===== src/logic/mm_ram_consts.svh =====
// memory map windows, RAM size, loop word, pass code and timer interrupt id
`ifndef MM_RAM_CONSTS_SVH
`define MM_RAM_CONSTS_SVH

// RAM window, also mirrored at address zero
`define MM_SRAM_BASE 32'h1C00_0000

// byte-address width of the RAM (64 KiB)
`define MM_RAM_ADDR_WIDTH 16
`define MM_SRAM_LEN (32'd1 << `MM_RAM_ADDR_WIDTH)

// boot ROM region, every read returns the loop word
`define MM_ROM_BASE 32'h1A00_0000
`define MM_ROM_LEN 32'h0000_1000

// pseudo-peripheral windows
`define MM_CNTRL_BASE 32'h1A10_4000
`define MM_STDOUT_BASE 32'h1A10_F000
`define MM_TIMER_BASE 32'h1A10_B000
`define MM_PERIPH_LEN 32'h0000_1000

// byte offsets inside the timer window
`define MM_TIMER_MASK_OFS 32'h0000_0000
`define MM_TIMER_CNT_OFS 32'h0000_0004

// jal x0, 0 keeps a JTAG-booted core spinning
`define MM_LOOP_WORD 32'h0000_006F

// CNTRL write value that signals a passing test
`define MM_PASS_CODE 32'h0000_F00D

`define MM_TIMER_IRQ_ID 5'd3

`endif


===== src/logic/mm_ram_pkg.sv =====
// region and read-select enums plus the data, RAM and peripheral request structs
`default_nettype none

`include "mm_ram_consts.svh"

package mm_ram_pkg;

    // decoded target of one access
    typedef enum logic [2:0] {
        REGION_RAM,
        REGION_ROM,
        REGION_CNTRL,
        REGION_STDOUT,
        REGION_TIMER,
        REGION_UNMAP
    } region_e;

    // source of the read data returned one cycle after the grant
    typedef enum logic [1:0] {
        RSEL_RAM,
        RSEL_LOOP,
        RSEL_ZERO,
        RSEL_IDLE
    } rsel_e;

    // core data port request
    typedef struct packed {
        logic        req;
        logic        we;
        logic [3:0]  be;
        logic [31:0] addr;
        logic [31:0] wdata;
    } data_req_t;

    // RAM data port request, addressed by word
    typedef struct packed {
        logic                            en;
        logic                            we;
        logic [3:0]                      be;
        logic [`MM_RAM_ADDR_WIDTH-3:0]   addr;
        logic [31:0]                     wdata;
    } ram_req_t;

    // peripheral write, word offset inside a 4 KiB window
    typedef struct packed {
        logic                                 wr;
        region_e                              region;
        logic [$clog2(`MM_PERIPH_LEN)-3:0]    ofs;
    } periph_wr_t;

endpackage

`default_nettype wire


===== src/logic/addr_decoder.sv =====
// address decoder for fetch and data ports with ROM arbitration and grants
`default_nettype none

`include "mm_ram_consts.svh"

module addr_decoder (
    input  logic                          instr_req_i,
    input  logic [31:0]                   instr_addr_i,
    input  mm_ram_pkg::data_req_t         data_i,
    output logic                          instr_gnt_o,
    output logic                          data_gnt_o,
    output mm_ram_pkg::ram_req_t          ram_data_o,
    output logic                          ram_instr_en_o,
    output logic [`MM_RAM_ADDR_WIDTH-3:0] ram_instr_addr_o,
    output mm_ram_pkg::periph_wr_t        periph_o,
    output mm_ram_pkg::rsel_e             data_rsel_o,
    output mm_ram_pkg::rsel_e             instr_rsel_o,
    output logic                          data_ack_o,
    output logic                          instr_ack_o
);

    import mm_ram_pkg::*;

    localparam int unsigned OFS_W = $clog2(`MM_PERIPH_LEN) - 2;

    region_e data_region;
    region_e instr_region;

    // subtract first so windows near the top of the space cannot wrap
    function automatic logic in_window(input logic [31:0] addr, input logic [31:0] base,
                                       input logic [31:0] len);
        return (addr >= base) && ((addr - base) < len);
    endfunction

    function automatic region_e classify(input logic [31:0] addr);
        region_e region;
        if (in_window(addr, `MM_SRAM_BASE, `MM_SRAM_LEN) || addr < `MM_SRAM_LEN) begin
            region = REGION_RAM;
        end else if (in_window(addr, `MM_ROM_BASE, `MM_ROM_LEN)) begin
            region = REGION_ROM;
        end else if (in_window(addr, `MM_CNTRL_BASE, `MM_PERIPH_LEN)) begin
            region = REGION_CNTRL;
        end else if (in_window(addr, `MM_STDOUT_BASE, `MM_PERIPH_LEN)) begin
            region = REGION_STDOUT;
        end else if (in_window(addr, `MM_TIMER_BASE, `MM_PERIPH_LEN)) begin
            region = REGION_TIMER;
        end else begin
            region = REGION_UNMAP;
        end
        return region;
    endfunction

    // peripherals and holes read back as zero
    function automatic rsel_e read_sel(input region_e region);
        rsel_e sel;
        case (region)
            REGION_RAM: sel = RSEL_RAM;
            REGION_ROM: sel = RSEL_LOOP;
            default:    sel = RSEL_ZERO;
        endcase
        return sel;
    endfunction

    assign data_region  = classify(data_i.addr);
    assign instr_region = classify(instr_addr_i);

    // the core data port is never stalled
    assign data_gnt_o = data_i.req;
    assign data_ack_o = data_i.req;

    // RAM fetches have their own port, everything else waits for a free data path
    assign instr_gnt_o = instr_req_i && (instr_region == REGION_RAM || !data_i.req);
    assign instr_ack_o = instr_gnt_o;

    assign ram_instr_en_o   = instr_req_i && (instr_region == REGION_RAM);
    assign ram_instr_addr_o = instr_addr_i[`MM_RAM_ADDR_WIDTH-1:2];

    always_comb begin
        // upper address bits are clipped, which folds the mirror onto the base
        ram_data_o.en    = data_i.req && (data_region == REGION_RAM);
        ram_data_o.we    = data_i.req && data_i.we && (data_region == REGION_RAM);
        ram_data_o.be    = data_i.be;
        ram_data_o.addr  = data_i.addr[`MM_RAM_ADDR_WIDTH-1:2];
        ram_data_o.wdata = data_i.wdata;
    end

    always_comb begin
        periph_o.wr     = data_i.req && data_i.we;
        periph_o.region = data_region;
        periph_o.ofs    = data_i.addr[OFS_W+1:2];
    end

    always_comb begin
        if (!data_i.req) begin
            data_rsel_o = RSEL_IDLE;
        end else if (data_i.we) begin
            // write responses carry no data
            data_rsel_o = RSEL_ZERO;
        end else begin
            data_rsel_o = read_sel(data_region);
        end
        instr_rsel_o = instr_gnt_o ? read_sel(instr_region) : RSEL_IDLE;
    end

    // ROM and unmapped fetches share the response path with the data port
    rom_fetch_arbitrated: assert final (!(instr_ack_o && data_ack_o &&
                                          instr_rsel_o != RSEL_RAM))
        else $error("fetch outside RAM acknowledged alongside a data request");

endmodule

`default_nettype wire


===== config.mk =====
export PLATFORM = sky130hd
export DESIGN_NAME = addr_decoder
export DESIGN_NICKNAME = d
export VERILOG_FILES = /design/src/logic/mm_ram_pkg.sv /design/src/logic/addr_decoder.sv
export VERILOG_INCLUDE_DIRS = /design/src /design/src/logic
export SDC_FILE = /design/constraint.sdc
export NUM_CORES = 1
export LEC_CHECK = 0
export ABC_AREA = 1
export BUFFER_PORTS_ARGS = -buffer_cell sky130_fd_sc_hd__buf_2
export CAP_MARGIN = 15
export CORE_MARGIN = 3
export CORE_UTILIZATION = 37
export DETAILED_ROUTE_END_ITERATION = 10
export GPL_TIMING_DRIVEN = 0
export PLACE_DENSITY = 0.83
export SLEW_MARGIN = 10
export SYNTH_ARGS = -nofsm -noshare
export SYNTH_HDL_FRONTEND = slang
export SYNTH_SLANG_ARGS = --single-unit

===== constraint.sdc =====
create_clock -name vclk -period 1.5
set_input_delay 0.15 -clock vclk [all_inputs]
set_output_delay 0.15 -clock vclk [all_outputs]
set_load 0.02 [all_outputs]

==> run summary <==
status: finished with violations
failing checks: negative setup slack
Initial DRC Count: 276
total gr overflow: 0
Largest stage delay, worst path: 0.16 ns
net load switching power: 0.000638 W
# IOs: 192
cell internal pwr: 0.000477 W
Top delay family on crit path: simple AND/OR/NAND/NOR gates
Yosys top cell area share: 25.4%
Crit path top cell by count: nand2_1
area grow syn2layout: 70.2%
worst-path maximum fanout: 5
Final #Nets: 721
vias: 3,583
Clock power frac: 0%
Die X: 85.5 µm
worst hold start: data_i[21]
GPL Wtd Cong: 0.963
Synth Cell Area: 0.00234 mm²
CP Data Arrival Time: 1.75 ns
Synth area leaders: buf_4 (25%), nand2_1 (23%), nand3_1 (9.6%), nor2_1 (9.2%), inv_1 (5.8%)
overall power: 0.00112 W
clkbuf count: 0
vias per cell: 5.21
Worst setup startpoint: data_i[48]
Fmax: 525 MHz
Crit Path Category: primary input to primary output
leakage: 2.06 nW
critical path, cell by cell: buf_4 -> nor2_1 -> nand3_1 -> nor2_2 -> nand2_1 -> nand2_2 -> nand2_1 -> nor2_1 -> nand2_1 -> nor2_2 -> nand2_1 -> nor2_2 -> nor2_4 -> buf_6
cts hold-fix bufs: 0
CP Capture Type: primary output
maximum vdd drop: 0.230 mV
die area: 0.00730 mm²
DP HPWL: 7070 µm
most frequent cell after synthesis: nand2_1
Syn Inst Count: 458
final hold vios: 0
Max Slew Vio Count: 0
DR pass1 iterations: 5
Worst EP required: 1.35 ns
Hold Path Class: primary input to primary output
measured slew at the worst slew-check pin: 0.301 ns
Reg power frac: 0%
crit path time final: 1.90 ns
via count of the first global-routing pass: 3,224
DRC viols: 0
FP Rows: 28
Comb power frac: 100.0%
initial antenna violation count: 0
Post-Syn Nets: 564
Yosys warning count: 0
post-synth top area cell: buf_4
Pwr Density: 281 mW/mm²
drt wl/cell: 14.7 µm
ANT nets after route: 0
Final WS setup: -0.403 ns
Crit-path slowest cell: nor2_2
switch share: 57.2%
global-route wire length before repair: 13,800 µm
post-synthesis cell type count: 27
final WL: 10,100 µm
layout cells sized above 1: 58.6%
initial core utilization: 38.8%
sequential cells: 0
Fin Setup TNS: -2.37 ns
sequential cell area: 0 µm²
antenna cells: 0
core area: 0.00603 mm²
GRT Total Usage: 22.2%
port buffer count: 129
Die Y: 85.5 µm
sequential area share after synthesis: 0%
Post-Syn Area per Cell: 5.10 µm²
final worst-path cycle share: 127%
final setup violation count: 8
commonest cells in the netlist: nand2_1 (141), buf_4 (79), nor2_1 (57)
Buf/Inv on CP: 2
maxcap violations: 0
largest net degree at the start of global routing: 11
unrepaired setup endpoints after global routing: yes
startpoint types: primary input
# fillers: 519
Slew HR: 79.9%
[placed cells by master (no fill, tap or decap), types with 2 or more instances in the layout]
cell / Yosys / routed
o21ai_0: 10 / 2
o21ai_4: 0 / 2
nand3_1: 45 / 40
a21oi_2: 1 / 6
o21ai_2: 2 / 4
inv_4: 0 / 5
ha_4: 0 / 2
or2_2: 3 / 2
buf_2: 3 / 108
nand4_1: 12 / 12
xor2_1: 8 / 8
buf_4: 79 / 104
inv_2: 7 / 10
nor2_2: 8 / 15
nor2_1: 57 / 29
nand2_2: 7 / 23
o21ai_1: 3 / 7
nand2_1: 141 / 112
a21oi_1: 17 / 12
nor4_1: 2 / 2
nor2_4: 2 / 23
buf_12: 0 / 5
a21boi_4: 0 / 2
nand2_4: 0 / 13
nand3_2: 0 / 5
buf_6: 0 / 18
nor3_1: 6 / 5
inv_6: 0 / 2
inv_1: 36 / 24
[metrics by stage]
| stage | util [%] | setup WS [ns] | std cells | area [µm²] | hold slack, ns |
|---|---|---|---|---|---|
| 2_1_floorplan | - | -0.0959 | 458 | 2430 | 0.376 |
| 4_1_cts | 59.1 | -0.326 | 677 | 3560 | 0.518 |
| 5_1_grt | 66.0 | -0.444 | 688 | 3980 | 0.520 |
| 3_5_place_dp | 52.6 | -0.647 | 662 | 3170 | 0.518 |
| 3_3_place_gp | 52.6 | -0.660 | 662 | 3170 | 0.519 |
| 6_report | 66.0 | -0.403 | 688 | 3980 | 0.517 |
[worst paths after layout]
path | end | depth (start not counted) | slack [ns]
worst min-delay path | ram_data_o[21] | 2 | 0.52
worst max-delay path | periph_o[10] | 14 | -0.40
[power groups by stage]
stage / Sequential, W / Clock [W] / Combinational [W]
detailed placement: 0 / 0 / 0.000890
finish: 0 / 0 / 0.00112
global route: 0 / 0 / 0.00119
global placement: 0 / 0 / 0.000883
floorplan: 0 / 0 / 0.000627
CTS: 0 / 0 / 0.000974
[per-layer routing]
layer | global-route usage [%] | vias to the layer above | share of wire, %
met2 | 41.9 | 264 | 50
met1 | 26.1 | 1563 | 34
met5 | 0 | - | 0
li1 | - | 1703 | -
met3 | 2.04 | 53 | 11
met4 | 6.76 | 0 | 5.2
[logic make-up after synthesis]
| kind of cell | after synthesis | share of synthesized area [%] |
|---|---|---|
| AO/OA/AOI/OAI | 38 | 9.75 |
| XOR/XNOR | 8 | 3.00 |
| adder cells (fa/ha/maj) | 3 | 1.61 |
| buffers and inverters | 125 | 32.9 |
| AND/OR/NAND/NOR | 284 | 52.7 |
[timing repair]
| action | CTS | global route |
|---|---|---|
| pin swaps | 38 | 61 |
| buffers inserted | 15 | 11 |
| cloned | 0 | 0 |
| setup endpoints to repair | 8 | 11 |
| resized for setup | 86 | 107 |
[layout make-up]
type               instances  area, µm²  area share [%]
well taps                 75       93.8            2.36
multi-input cells        333       2030            51.1
repair buffers           155       1010            25.5
plain buffers             82        632            15.9
inverters                 43        204            5.13
(Power assumes the default switching activity.)
