## src/logic/mm_ram_consts.svh

```systemverilog
// memory map windows, RAM size, loop word, pass code and timer interrupt id
`ifndef MM_RAM_CONSTS_SVH
`define MM_RAM_CONSTS_SVH

// RAM window, also mirrored at address zero
`define MM_SRAM_BASE 32'h1C00_0000

// byte-address width of the RAM (64 KiB)
`define MM_RAM_ADDR_WIDTH 16
`define MM_SRAM_LEN (32'd1 << `MM_RAM_ADDR_WIDTH)

// boot ROM region, every read returns the loop word
`define MM_ROM_BASE 32'h1A00_0000
`define MM_ROM_LEN 32'h0000_1000

// pseudo-peripheral windows
`define MM_CNTRL_BASE 32'h1A10_4000
`define MM_STDOUT_BASE 32'h1A10_F000
`define MM_TIMER_BASE 32'h1A10_B000
`define MM_PERIPH_LEN 32'h0000_1000

// byte offsets inside the timer window
`define MM_TIMER_MASK_OFS 32'h0000_0000
`define MM_TIMER_CNT_OFS 32'h0000_0004

// jal x0, 0 keeps a JTAG-booted core spinning
`define MM_LOOP_WORD 32'h0000_006F

// CNTRL write value that signals a passing test
`define MM_PASS_CODE 32'h0000_F00D

`define MM_TIMER_IRQ_ID 5'd3

`endif

```

## src/logic/mm_ram_pkg.sv

```systemverilog
// region and read-select enums plus the data, RAM and peripheral request structs
`default_nettype none

`include "mm_ram_consts.svh"

package mm_ram_pkg;

    // decoded target of one access
    typedef enum logic [2:0] {
        REGION_RAM,
        REGION_ROM,
        REGION_CNTRL,
        REGION_STDOUT,
        REGION_TIMER,
        REGION_UNMAP
    } region_e;

    // source of the read data returned one cycle after the grant
    typedef enum logic [1:0] {
        RSEL_RAM,
        RSEL_LOOP,
        RSEL_ZERO,
        RSEL_IDLE
    } rsel_e;

    // core data port request
    typedef struct packed {
        logic        req;
        logic        we;
        logic [3:0]  be;
        logic [31:0] addr;
        logic [31:0] wdata;
    } data_req_t;

    // RAM data port request, addressed by word
    typedef struct packed {
        logic                            en;
        logic                            we;
        logic [3:0]                      be;
        logic [`MM_RAM_ADDR_WIDTH-3:0]   addr;
        logic [31:0]                     wdata;
    } ram_req_t;

    // peripheral write, word offset inside a 4 KiB window
    typedef struct packed {
        logic                                 wr;
        region_e                              region;
        logic [$clog2(`MM_PERIPH_LEN)-3:0]    ofs;
    } periph_wr_t;

endpackage

`default_nettype wire

```

## src/logic/periph_regs.sv

```systemverilog
// test-control, stdout and timer mask registers
`default_nettype none

`include "mm_ram_consts.svh"

module periph_regs (
    input  logic                   clk_i,
    input  logic                   rst_ni,

    input  mm_ram_pkg::periph_wr_t periph_i,
    input  logic [31:0]            wdata_i,

    output logic                   tests_passed_o,
    output logic                   tests_failed_o,
    output logic                   print_valid_o,
    output logic [31:0]            print_data_o,

    output logic                   timer_load_o,
    output logic [31:0]            timer_value_o,
    output logic                   timer_irq_en_o
);

    import mm_ram_pkg::*;

    logic cntrl_wr;
    logic timer_wr;
    logic mask_wr;
    logic irq_en_q;

    assign cntrl_wr = periph_i.wr && (periph_i.region == REGION_CNTRL);
    assign timer_wr = periph_i.wr && (periph_i.region == REGION_TIMER);

    // pass or fail pulse in the grant cycle
    assign tests_passed_o = cntrl_wr && (wdata_i == `MM_PASS_CODE);
    assign tests_failed_o = cntrl_wr && (wdata_i != `MM_PASS_CODE);

    assign print_valid_o = periph_i.wr && (periph_i.region == REGION_STDOUT);
    assign print_data_o  = print_valid_o ? wdata_i : '0;

    // timer registers, selected by word offset
    assign mask_wr       = timer_wr && (periph_i.ofs == ($bits(periph_i.ofs))'(`MM_TIMER_MASK_OFS >> 2));
    assign timer_load_o  = timer_wr && (periph_i.ofs == ($bits(periph_i.ofs))'(`MM_TIMER_CNT_OFS >> 2));
    assign timer_value_o = wdata_i;

    // only the timer id bit of the mask has any effect
    always_ff @(posedge clk_i or negedge rst_ni) begin
        if (!rst_ni) begin
            irq_en_q <= 1'b0;
        end else if (mask_wr) begin
            irq_en_q <= wdata_i[`MM_TIMER_IRQ_ID];
        end
    end

    assign timer_irq_en_o = irq_en_q;

endmodule

`default_nettype wire

```

## config.mk

```make
export PLATFORM = sky130hd
export DESIGN_NAME = periph_regs
export DESIGN_NICKNAME = d
export VERILOG_FILES = /design/src/logic/mm_ram_pkg.sv /design/src/logic/periph_regs.sv
export VERILOG_INCLUDE_DIRS = /design/src /design/src/logic
export SDC_FILE = /design/constraint.sdc
export NUM_CORES = 1
export LEC_CHECK = 0
export ABC_CLOCK_PERIOD_IN_PS = 1150
export BUFFER_PORTS_ARGS = -buffer_cell sky130_fd_sc_hd__buf_2
export CAP_MARGIN = 20
export CORE_AREA = 2 2 53 55
export DETAILED_ROUTE_END_ITERATION = 10
export DIE_AREA = 0 0 55 57
export PLACE_DENSITY = 0.76
export SLEW_MARGIN = 20
export SYNTH_ARGS = -nofsm -noshare
export SYNTH_HDL_FRONTEND = slang
export SYNTH_SLANG_ARGS = --single-unit
```

## constraint.sdc

```tcl
create_clock -name clk_i -period 1.15 [get_ports clk_i]
set_clock_uncertainty 0.1 [all_clocks]
set_input_delay 0.0575 -clock clk_i [delete_from_list [all_inputs] [get_ports clk_i]]
set_output_delay 0.0575 -clock clk_i [all_outputs]
set_load 0.02 [all_outputs]
```

==> flow_summary.html <==
<table>
<tr><th>Metric</th><th>Value</th></tr>
<tr><th colspan="2">Floorplanning</th></tr>
<tr><td>Horizontal die dimension</td><td>55 µm</td></tr>
<tr><td>I/O pin total</td><td>117</td></tr>
<tr><td>Core outline area</td><td>2615 µm²</td></tr>
<tr><td>Effective utilization at floorplan</td><td>0.2541</td></tr>
<tr><td>Chip height</td><td>57 µm</td></tr>
<tr><td>Placement Rows</td><td>19</td></tr>
<tr><td>Floorplan die area</td><td>3135 µm²</td></tr>
<tr><th colspan="2">Drt</th></tr>
<tr><td>Total number of vias</td><td>1014</td></tr>
<tr><td>Pre-Repair DR Iteration Count</td><td>4</td></tr>
<tr><td>Aggregate routed wire length</td><td>2789 µm</td></tr>
<tr><td>Post-route DRC violation count</td><td>0</td></tr>
<tr><td>Remaining antenna violation count</td><td>0</td></tr>
<tr><td>Initial drt markers</td><td>4</td></tr>
<tr><td>Ratio of routed vias to standard cells</td><td>4.447</td></tr>
<tr><td>WL/cell</td><td>12.23 µm</td></tr>
<tr><th colspan="2">STA</th></tr>
<tr><td>Final TNS setup</td><td>0 ps</td></tr>
<tr><td>Setup violations, final</td><td>0</td></tr>
<tr><td>Max transition margin</td><td>0.8501</td></tr>
<tr><td>Final Hold Fails</td><td>0</td></tr>
<tr><td>Post-route clock period utilization</td><td>0.9874</td></tr>
<tr><td>Worst-case hold slack</td><td>241.9 ps</td></tr>
<tr><td>Slew at the pin with the worst max-slew slack</td><td>221.7 ps</td></tr>
<tr><td>Fmax</td><td>880.7 MHz</td></tr>
<tr><td>Min Tclk post-route</td><td>1136 ps</td></tr>
<tr><td>Setup repair after global routing missed its margin</td><td>true</td></tr>
<tr><td>Final slew viol count</td><td>0</td></tr>
<tr><th colspan="2">Worst setup path</th></tr>
<tr><td>Req. time, crit path</td><td>990 ps</td></tr>
<tr><td>R2R setup slack</td><td>320 ps</td></tr>
<tr><td>Maximum fanout along the worst path</td><td>3</td></tr>
<tr><td>Critical path endpoint category</td><td>output port</td></tr>
<tr><td>Worst-case reg-to-reg path depth</td><td>1</td></tr>
<tr><td>Startpoint of the most critical setup path</td><td>wdata_i[10]</td></tr>
<tr><td>Critical Setup Path Class</td><td>input pin to output port</td></tr>
<tr><td>Setup crit start kind</td><td>input pin</td></tr>
<tr><td>Reg-to-reg startpoint</td><td>timer_irq_en_o</td></tr>
<tr><td>Arr. time, crit path</td><td>980 ps</td></tr>
<tr><th colspan="2">Logic synthesis</th></tr>
<tr><td>Number of warnings issued by yosys</td><td>0</td></tr>
<tr><td>Syn Std Cell Area</td><td>664.4 µm²</td></tr>
<tr><td>Top post-synthesis cells by count</td><td>32 x sky130_fd_sc_hd__and2_1, 32 x sky130_fd_sc_hd__buf_4, 5 x sky130_fd_sc_hd__nor4_1</td></tr>
<tr><td>Gate Count Post-Synth</td><td>91</td></tr>
<tr><td>Synth area leader</td><td>sky130_fd_sc_hd__buf_4</td></tr>
<tr><td>Total nets after synthesis</td><td>139</td></tr>
<tr><td>Share of async-settable or async-resettable flops after synthesis</td><td>1.000</td></tr>
<tr><td>Top cells by area, synth</td><td>sky130_fd_sc_hd__buf_4 36%, sky130_fd_sc_hd__and2_1 30%, sky130_fd_sc_hd__nor4_1 4.7%, sky130_fd_sc_hd__nor4b_1 4.0%, sky130_fd_sc_hd__dfrtp_1 3.8%</td></tr>
<tr><td>Fraction of synthesized cell area taken by the top area cell type</td><td>0.3616</td></tr>
<tr><td>Number of synthesized flops with an enable pin</td><td>0</td></tr>
<tr><td>Synth Flop Type</td><td>sky130_fd_sc_hd__dfrtp_1</td></tr>
<tr><td>Post-synthesis average cell area</td><td>7.301 µm²</td></tr>
<tr><td>Seq/Total Area, Yosys</td><td>0.03766</td></tr>
<tr><td>Number of distinct standard cells referenced by the synthesized netlist</td><td>19</td></tr>
<tr><td>Number of flip-flops and latches in the synthesized netlist</td><td>1</td></tr>
<tr><th colspan="2">Finish</th></tr>
<tr><td>Number of flip-flops in the largest register</td><td>1</td></tr>
<tr><td>Antenna Diode Count</td><td>0</td></tr>
<tr><td>Post-layout nets</td><td>247</td></tr>
<tr><td>Post-route core utilization</td><td>0.6144</td></tr>
<tr><td>Synthesis-to-layout area growth</td><td>141.8%</td></tr>
<tr><td>Filler Cells Inserted</td><td>240</td></tr>
<tr><td>Share of cells above drive strength 1</td><td>0.8426</td></tr>
<tr><th colspan="2">GRT</th></tr>
<tr><td>Number of global-route vias before repair</td><td>855</td></tr>
<tr><td>Antenna violations before repair</td><td>0</td></tr>
<tr><td>Total routing usage reported by global routing</td><td>0.1370</td></tr>
<tr><td>Total congestion overflow after global routing</td><td>0</td></tr>
<tr><td>Global-route wire length before repair</td><td>3443 µm</td></tr>
<tr><td>Largest net degree at the start of global routing</td><td>18</td></tr>
<tr><th colspan="2">Min path</th></tr>
<tr><td>Worst min-delay path class</td><td>input pin to output port</td></tr>
<tr><td>Startpoint of the most critical hold path</td><td>wdata_i[1]</td></tr>
<tr><td>Worst Hold Depth</td><td>2</td></tr>
<tr><th colspan="2">Placement</th></tr>
<tr><td>Routability Congestion</td><td>0.6867</td></tr>
<tr><td>Port buffer count</td><td>116</td></tr>
<tr><td>DP Wirelength</td><td>1998 µm</td></tr>
<tr><th colspan="2">Pwr</th></tr>
<tr><td>Static leakage</td><td>0.8709 nW</td></tr>
<tr><td>Ratio of total power to cell area</td><td>318.7 nW/µm²</td></tr>
<tr><td>Maximum resistive drop on vdd</td><td>0.0002462 V</td></tr>
<tr><td>PnR Total Power</td><td>512.0 µW</td></tr>
<tr><th colspan="2">CTS</th></tr>
<tr><td>Clock Latency Late Sink</td><td>0 ps</td></tr>
<tr><th colspan="2">Run</th></tr>
<tr><td>Count of maximum capacitance violations</td><td>0</td></tr>
<tr><th colspan="2">Run status</th></tr>
<tr><td>Run status</td><td>finished, final reports clean</td></tr>
</table>
per-stage QoR:
stage          setup slack, ps  area, µm²  instances
2_1_floorplan            11.95      664.4         91
3_3_place_gp            -158.5       1171        222
3_5_place_dp            -143.0       1171        222
4_1_cts                 -11.76       1297        224
5_1_grt                 -55.72       1607        228
6_report                 14.49       1607        228
area by class of cell:
| class | count | area (µm²) | area share |
|---|---|---|---|
| well taps | 31 | 38.79 | 0.02414 |
| repair buffers | 141 | 1020 | 0.6347 |
| multi-input cells | 55 | 523.0 | 0.3255 |
| flip-flops and latches | 1 | 25.02 | 0.01558 |
layer usage:
layer	global-route usage	part of all wire
met4	0	0
met2	0.2942	0.57
met3	0.005236	0.098
met1	0.1445	0.34
met5	0	0
power by group:
part / total [mW] / switching [mW] / internal (mW)
registers: 0.0359 / 0.0000337 / 0.0359
clock network: 0 / 0 / 0
logic: 0.476 / 0.236 / 0.240
total: 0.512 / 0.236 / 0.276
logic make-up (layout without fill, tap and decap cells):
group                  Yosys count  after routing  synth area share
AOI/OAI and AO/OA                1              1           0.01507
buffers and inverters           35            141            0.3842
DFF                              1              1           0.03766
muxes                            1              1           0.01695
and+or+nand+nor                 53             53            0.5461
critical path: stages:
cell and delay (ps):
sky130_fd_sc_hd__buf_8 100, sky130_fd_sc_hd__nor4_4 270, sky130_fd_sc_hd__nand4_1 170, sky130_fd_sc_hd__o21ba_2 250, sky130_fd_sc_hd__buf_6 130
placed cells by master, fill, tap and decap left out, drive strengths merged, types with 3 or more instances in the layout:
cell and count:
nor4b 3, nor4 6, and2 32, buf 140, nand4 3
worst paths after layout:
path                                    end
max reg2reg                  timer_irq_en_o
min in group asynchronous    timer_irq_en_o
min                        timer_value_o[1]
max in group asynchronous    timer_irq_en_o
min reg2reg                  timer_irq_en_o
max                          tests_failed_o
what timing repair did:
action | 4_1_cts | 5_1_grt
pin swaps | 8 | 12
hold buffers | 1 | 0
gates resized for setup | 22 | 85
endpoints found under the setup margin | 2 | 35
buffers inserted | 1 | 1
endpoints found under the hold margin | 1 | 0
cloned | 0 | 3
Power figures use the tool's default switching activity.
