<file path="src/logic/mm_ram_consts.svh">
// memory map windows, RAM size, loop word, pass code and timer interrupt id
`ifndef MM_RAM_CONSTS_SVH
`define MM_RAM_CONSTS_SVH

// RAM window, also mirrored at address zero
`define MM_SRAM_BASE 32'h1C00_0000

// byte-address width of the RAM (64 KiB)
`define MM_RAM_ADDR_WIDTH 16
`define MM_SRAM_LEN (32'd1 << `MM_RAM_ADDR_WIDTH)

// boot ROM region, every read returns the loop word
`define MM_ROM_BASE 32'h1A00_0000
`define MM_ROM_LEN 32'h0000_1000

// pseudo-peripheral windows
`define MM_CNTRL_BASE 32'h1A10_4000
`define MM_STDOUT_BASE 32'h1A10_F000
`define MM_TIMER_BASE 32'h1A10_B000
`define MM_PERIPH_LEN 32'h0000_1000

// byte offsets inside the timer window
`define MM_TIMER_MASK_OFS 32'h0000_0000
`define MM_TIMER_CNT_OFS 32'h0000_0004

// jal x0, 0 keeps a JTAG-booted core spinning
`define MM_LOOP_WORD 32'h0000_006F

// CNTRL write value that signals a passing test
`define MM_PASS_CODE 32'h0000_F00D

`define MM_TIMER_IRQ_ID 5'd3

`endif

</file>
<file path="src/logic/mm_ram_pkg.sv">
// region and read-select enums plus the data, RAM and peripheral request structs
`default_nettype none

`include "mm_ram_consts.svh"

package mm_ram_pkg;

    // decoded target of one access
    typedef enum logic [2:0] {
        REGION_RAM,
        REGION_ROM,
        REGION_CNTRL,
        REGION_STDOUT,
        REGION_TIMER,
        REGION_UNMAP
    } region_e;

    // source of the read data returned one cycle after the grant
    typedef enum logic [1:0] {
        RSEL_RAM,
        RSEL_LOOP,
        RSEL_ZERO,
        RSEL_IDLE
    } rsel_e;

    // core data port request
    typedef struct packed {
        logic        req;
        logic        we;
        logic [3:0]  be;
        logic [31:0] addr;
        logic [31:0] wdata;
    } data_req_t;

    // RAM data port request, addressed by word
    typedef struct packed {
        logic                            en;
        logic                            we;
        logic [3:0]                      be;
        logic [`MM_RAM_ADDR_WIDTH-3:0]   addr;
        logic [31:0]                     wdata;
    } ram_req_t;

    // peripheral write, word offset inside a 4 KiB window
    typedef struct packed {
        logic                                 wr;
        region_e                              region;
        logic [$clog2(`MM_PERIPH_LEN)-3:0]    ofs;
    } periph_wr_t;

endpackage

`default_nettype wire

</file>
<file path="src/logic/resp_mux.sv">
// registered read selects, rvalid pulses and read data muxing per port
`default_nettype none

`include "mm_ram_consts.svh"

module resp_mux (
    input  logic              clk_i,
    input  logic              rst_ni,

    input  mm_ram_pkg::rsel_e data_rsel_i,
    input  mm_ram_pkg::rsel_e instr_rsel_i,
    input  logic              data_ack_i,
    input  logic              instr_ack_i,

    input  logic [31:0]       ram_data_rdata_i,
    input  logic [31:0]       ram_instr_rdata_i,

    output logic              data_rvalid_o,
    output logic [31:0]       data_rdata_o,
    output logic              instr_rvalid_o,
    output logic [31:0]       instr_rdata_o
);

    import mm_ram_pkg::*;

    rsel_e data_rsel_q;
    rsel_e instr_rsel_q;

    function automatic logic [31:0] pick(input rsel_e sel, input logic [31:0] ram_rdata);
        logic [31:0] rdata;
        case (sel)
            RSEL_RAM:  rdata = ram_rdata;
            RSEL_LOOP: rdata = `MM_LOOP_WORD;
            default:   rdata = '0;
        endcase
        return rdata;
    endfunction

    // one rvalid per granted access, one cycle later
    always_ff @(posedge clk_i or negedge rst_ni) begin
        if (!rst_ni) begin
            data_rsel_q    <= RSEL_IDLE;
            instr_rsel_q   <= RSEL_IDLE;
            data_rvalid_o  <= 1'b0;
            instr_rvalid_o <= 1'b0;
        end else begin
            data_rsel_q    <= data_rsel_i;
            instr_rsel_q   <= instr_rsel_i;
            data_rvalid_o  <= data_ack_i;
            instr_rvalid_o <= instr_ack_i;
        end
    end

    assign data_rdata_o  = pick(data_rsel_q, ram_data_rdata_i);
    assign instr_rdata_o = pick(instr_rsel_q, ram_instr_rdata_i);

endmodule

`default_nettype wire

</file>
<file path="config.mk">
export PLATFORM = sky130hd
export DESIGN_NAME = resp_mux
export DESIGN_NICKNAME = d
export VERILOG_FILES = /design/src/logic/mm_ram_pkg.sv /design/src/logic/resp_mux.sv
export VERILOG_INCLUDE_DIRS = /design/src /design/src/logic
export SDC_FILE = /design/constraint.sdc
export NUM_CORES = 1
export LEC_CHECK = 0
export BUFFER_PORTS_ARGS = -buffer_cell sky130_fd_sc_hd__buf_2
export CAP_MARGIN = 20
export CORE_MARGIN = 4
export CORE_UTILIZATION = 28
export CTS_CLUSTER_SIZE = 12
export DETAILED_ROUTE_END_ITERATION = 8
export GPL_TIMING_DRIVEN = 1
export PLACE_DENSITY = 0.91
export SLEW_MARGIN = 0
export SYNTH_ARGS = -nofsm -noshare
export SYNTH_HDL_FRONTEND = slang
export SYNTH_SLANG_ARGS = --single-unit
</file>
<file path="constraint.sdc">
create_clock -name clk_i -period 1.3 [get_ports clk_i]
set_input_delay 0.13 -clock clk_i [delete_from_list [all_inputs] [get_ports clk_i]]
set_output_delay 0.13 -clock clk_i [all_outputs]
set_load 0.01 [all_outputs]
</file>
==> flow_metrics.tcl, run 1 <==
set metrics [dict create \
    place_congestion 0.700 \
    relSlewSlack_pct 87.0 \
    layout_min_cycle_time_ps 1380 \
    min_period_over_period_pct 106 \
    grt_max_degree 33 \
    outcome "complete, but fails checks" \
    violations "negative setup slack" \
    cts-root-buf "clkbuf_4" \
    hold_class "input port to async pin" \
    cp-start-kind "flop" \
    ant_nets 0 \
    yosysSeqAreaShare_pct 18.0 \
    syn_nets 154 \
    grt_overflow_total 0 \
    p_sw_mw 0.300 \
    start_util_pct 30.3 \
    worst_slew_pin_slew_ps 195 \
    htree_levels 1 \
    power.density_nw_per_um2 464 \
    p_leak_nw 1.07 \
    area_growth_pct 142 \
    grt_pass1_vias 1233 \
    final.setup.tns_ps -4050 \
    multi_input_area_sq_um 752 \
    setup_viol 64 \
    io_buffers 137 \
    drt-total-wl_mm 4.02 \
    drv_slew 0 \
    insertedDiodeCount 0 \
    clock-sinks 6 \
    via_per_inst 4.77 \
    dp_hpwl_mm 2.67 \
    detail_route.wl_per_cell_microns 15.2 \
    cts_tree "built" \
    peakVddDrop_uv 513 \
    antenna_found_initial 0 \
    synth_warnings 0 \
    fmax_mhz 724 \
    criticalPathCategory "flop to primary output" \
    syn_inst 82 \
    grt_pass1_wl_mm 5.69 \
    synthesis.area_sq_um 863 \
    p_seq_share_pct 22.5 \
    p_total_mw 0.969 \
    path_clk_slew_ps 40 \
    timing.final.ws_setup_ps -81.2 \
    dr.pass1.iters 4 \
    critPathMaxFanout 6 \
    swShare_pct 30.9 \
    n_fill_cell 215 \
    route.vias.total 1259 \
    row_count 19 \
    track_usage_pct 17.2 \
    synth_area_per_cell_sq_um 10.5 \
    numCtsBuffers 3 \
    drive_gt1_share_pct 87.6 \
    whs_ps 232 \
    p_int_mw 0.669 \
    seqCellArea_sq_um 155 \
    fp.dieW_microns 63.5 \
    required_ps 1170 \
    io_pins 138 \
    final_util_pct 73.2 \
    power_frac_comb_pct 60.7 \
    rsz0062_at_grt "true" \
    drc_errors 0 \
    critical_path_arrival_ps 1250 \
    core_area_sq_um 2850 \
    die_area_sq_um 4040 \
    drt_iter0_markers 33 \
    hold_viol 0 \
    die_h_microns 63.5 \
    final_nets 307 \
    cap_violations 0 \
    ys_ff_latch 6 \
    cp-end-kind "primary output" \
    cts.path.max_buffers 2 \
    p_clk_share_pct 16.8 \
    synth_cell_types 7 \
]
cell usage after synthesis:
| library cell | count | area, sq um |
|---|---|---|
| o21ba_2 | 12 | 120 |
| nor3b_2 | 20 | 250 |
| buf_6 | 6 | 67.6 |
| nor3b_1 | 32 | 240 |
| dfstp_2 | 4 | 105 |
| buf_2 | 6 | 30.0 |
| dfrtp_1 | 2 | 50.1 |
cells by family after synthesis:
logic type             count (synthesis)  share of synthesized area, %
buffers and inverters                 12                          11.3
and+or+nand+nor                       52                          56.8
DFF                                    6                          18.0
AOI/OAI and AO/OA                     12                          13.9
per-layer routing:
layer  part of all wire [%]  routed length (microns)  vias up  GRT usage (%)
li1                       -                        -      602              -
met1                     34                     1370      595           17.1
met2                     58                     2320       56           34.8
met3                    6.7                      268        6           2.66
met4                    1.5                       59        0           6.47
met5                      0                        0        -              0
per-stage QoR:
stage          setup WS (ps)  std cells  cell area (sq um)
6_report               -81.2        264               2090
5_1_grt                 -139        264               2090
4_1_cts                -89.9        260               1880
3_5_place_dp             103        242               1570
3_3_place_gp             136        242               1570
2_1_floorplan            308         82                863
what timing repair did:
action                                  CTS  global route
buffers inserted                          5             1
pin swaps                                 2            15
hold buffers                              7             0
resized for setup                        19            27
endpoints found under the hold margin    12             0
endpoints found under the setup margin   58            64
gates cloned                              3             3
cell type report:
| type | instances | share of cell area, % |
|---|---|---|
| Timing Repair Buffer | 160 | 53.6 |
| Multi-Input combinational cell | 64 | 36.0 |
| Sequential cell | 6 | 7.43 |
| Tap cell | 31 | 1.86 |
| Clock buffer | 3 | 1.08 |
power by group through the flow:
stage	registers, mW	clock network, mW	logic (mW)
2_1_floorplan	0.214	0	0.219
3_5_place_dp	0.219	0	0.415
5_1_grt	0.220	0.185	0.630
6_report	0.218	0.163	0.588
3_3_place_gp	0.219	0	0.408
4_1_cts	0.213	0.173	0.523
final timing paths:
kind                                           start                        end  slack [ps]
max                        instr_rsel_q[1]$_DFF_PN1_           instr_rdata_o[2]         -80
min                                           rst_ni    data_rvalid_o$_DFF_PN0_         230
max in group asynchronous                     rst_ni  instr_rsel_q[1]$_DFF_PN1_         860
min in group clk_i                   instr_rsel_i[0]  instr_rsel_q[0]$_DFF_PN1_         530
placed cells by master (no fill, tap or decap), drive strengths merged:
| cell | instances |
|---|---|
| buf | 151 |
| clkbuf | 5 |
| dfrtp | 2 |
| dfstp | 4 |
| dlygate4sd3 | 7 |
| nor3b | 52 |
| o21ba | 12 |
state kept, by name (all words and copies together) (netlist names):
signal	cells
data_rvalid_o	1
instr_rsel_q	2
data_rsel_q	2
instr_rvalid_o	1
critical path, cell delays in order (launching register included):
cell and delay, ps:
dfstp_2 590, buf_6 150, o21ba_4 160, buf_6 110
Note: power is estimated with default switching activity, not from simulation.
==> run 2, diff against run 1 <==
--- a/config.mk
+++ b/config.mk
@@ -12,6 +12,7 @@
 export CORE_UTILIZATION = 28
 export CTS_CLUSTER_SIZE = 12
 export DETAILED_ROUTE_END_ITERATION = 8
+export GPL_ROUTABILITY_DRIVEN = 0
 export GPL_TIMING_DRIVEN = 1
 export PLACE_DENSITY = 0.91
 export SLEW_MARGIN = 0
==> constraint.sdc (replaced) <==
create_clock -name clk_i -period 1.3 [get_ports clk_i]
set_input_delay 0.13 -clock clk_i [delete_from_list [all_inputs] [get_ports clk_i]]
set_output_delay 0.13 -clock clk_i [all_outputs]
set_load 0.1 [all_outputs]
==> flow_metrics.tcl, run 2 <==
set metrics [dict create \
    synth_edf_count 0 \
    error "[ERROR DPL-0038] Utilization greater than 100%, impossible to legalize" \
    synthesis.area_sq_um 863 \
    start_util_pct 30.3 \
    die_h_microns 63.5 \
    failing_step "3_5_place_dp" \
    synth_cell_types 7 \
    io_buffers 137 \
    syn_inst 82 \
    yosys.area.top_type "nor3b_2" \
    synth_top_flop_cell "dfstp_2" \
    ys_ff_latch 6 \
    fp.dieW_microns 63.5 \
    io_pins 138 \
    outcome "aborted with a tool error" \
    ys_top_cells_by_area "nor3b_2 (29%), nor3b_1 (28%), o21ba_2 (14%)" \
    row_count 19 \
    yosys-top-cells-count "nor3b_1 (32), nor3b_2 (20), o21ba_2 (12), buf_2 (6), buf_6 (6)" \
    async_reset_ff_share_pct 100 \
    synth_area_per_cell_sq_um 10.5 \
    synth_warnings 0 \
    synth_top_area_share_pct 29.0 \
    yosysSeqAreaShare_pct 18.0 \
    syn_nets 154 \
    synth.most_common_cell "nor3b_1" \
]
run 2: cell counts after synthesis:
Identical to the previous run, type by type.
run 2: kinds of logic after synthesis:
family,share of synthesized area (%)
and+or+nand+nor,56.8
DFF,18.0
buffers and inverters,11.3
AOI/OAI and AO/OA,13.9
run 2: stage by stage:
stage             TNS, ps  hold WS (ps)
global placement        0         -50.2
floorplan          -12390          -166
==> run 3, diff against run 2 <==
--- a/config.mk
+++ b/config.mk
@@ -8,13 +8,12 @@
 export LEC_CHECK = 0
 export BUFFER_PORTS_ARGS = -buffer_cell sky130_fd_sc_hd__buf_2
 export CAP_MARGIN = 20
-export CORE_MARGIN = 4
-export CORE_UTILIZATION = 28
-export CTS_CLUSTER_SIZE = 12
+export CORE_AREA = 4 4 65 67
 export DETAILED_ROUTE_END_ITERATION = 8
+export DIE_AREA = 0 0 69 71
 export GPL_ROUTABILITY_DRIVEN = 0
 export GPL_TIMING_DRIVEN = 1
-export PLACE_DENSITY = 0.91
+export PLACE_DENSITY_LB_ADDON = 0.15
 export SLEW_MARGIN = 0
 export SYNTH_ARGS = -nofsm -noshare
 export SYNTH_HDL_FRONTEND = slang
==> flow_metrics.tcl, run 3 <==
set metrics [dict create \
    synthesis.area_sq_um 863 \
    synth.most_common_cell "nor3b_1" \
    io_pins 138 \
    row_count 22 \
    outcome "aborted with a tool error" \
    error "[ERROR DPL-0033] detailed placement checks failed during check placement." \
    fp.dieW_microns 69 \
    die_h_microns 71 \
    yosys.area.top_type "nor3b_2" \
    syn_nets 154 \
    failing_step "3_5_place_dp" \
    synth_cell_types 7 \
    ys_top_cells_by_area "nor3b_2 (29%), nor3b_1 (28%), o21ba_2 (14%)" \
    yosysSeqAreaShare_pct 18.0 \
    syn_inst 82 \
    start_util_pct 23.8 \
    synth_top_flop_cell "dfstp_2" \
    yosys-top-cells-count "nor3b_1 (32), nor3b_2 (20), o21ba_2 (12), buf_2 (6), buf_6 (6)" \
    synth_area_per_cell_sq_um 10.5 \
    synth_edf_count 0 \
    io_buffers 137 \
    dp_hpwl_mm 5.77 \
    async_reset_ff_share_pct 100 \
    synth_top_area_share_pct 29.0 \
    synth_warnings 0 \
    ys_ff_latch 6 \
]
## run 3: cell families after synthesis
family          after synthesis  share of synthesized area, %
compound gates               12                          13.9
simple gates                 52                          56.8
buf+inv                      12                          11.3
flops                         6                          18.0
## run 3: metrics by stage
stage | TNS, ps | worst slack (ps) | hold slack [ps] | instance area (sq um)
global placement | 0 | 58.8 | -48.7 | 3310
floorplan | -12390 | -242 | -166 | 1440
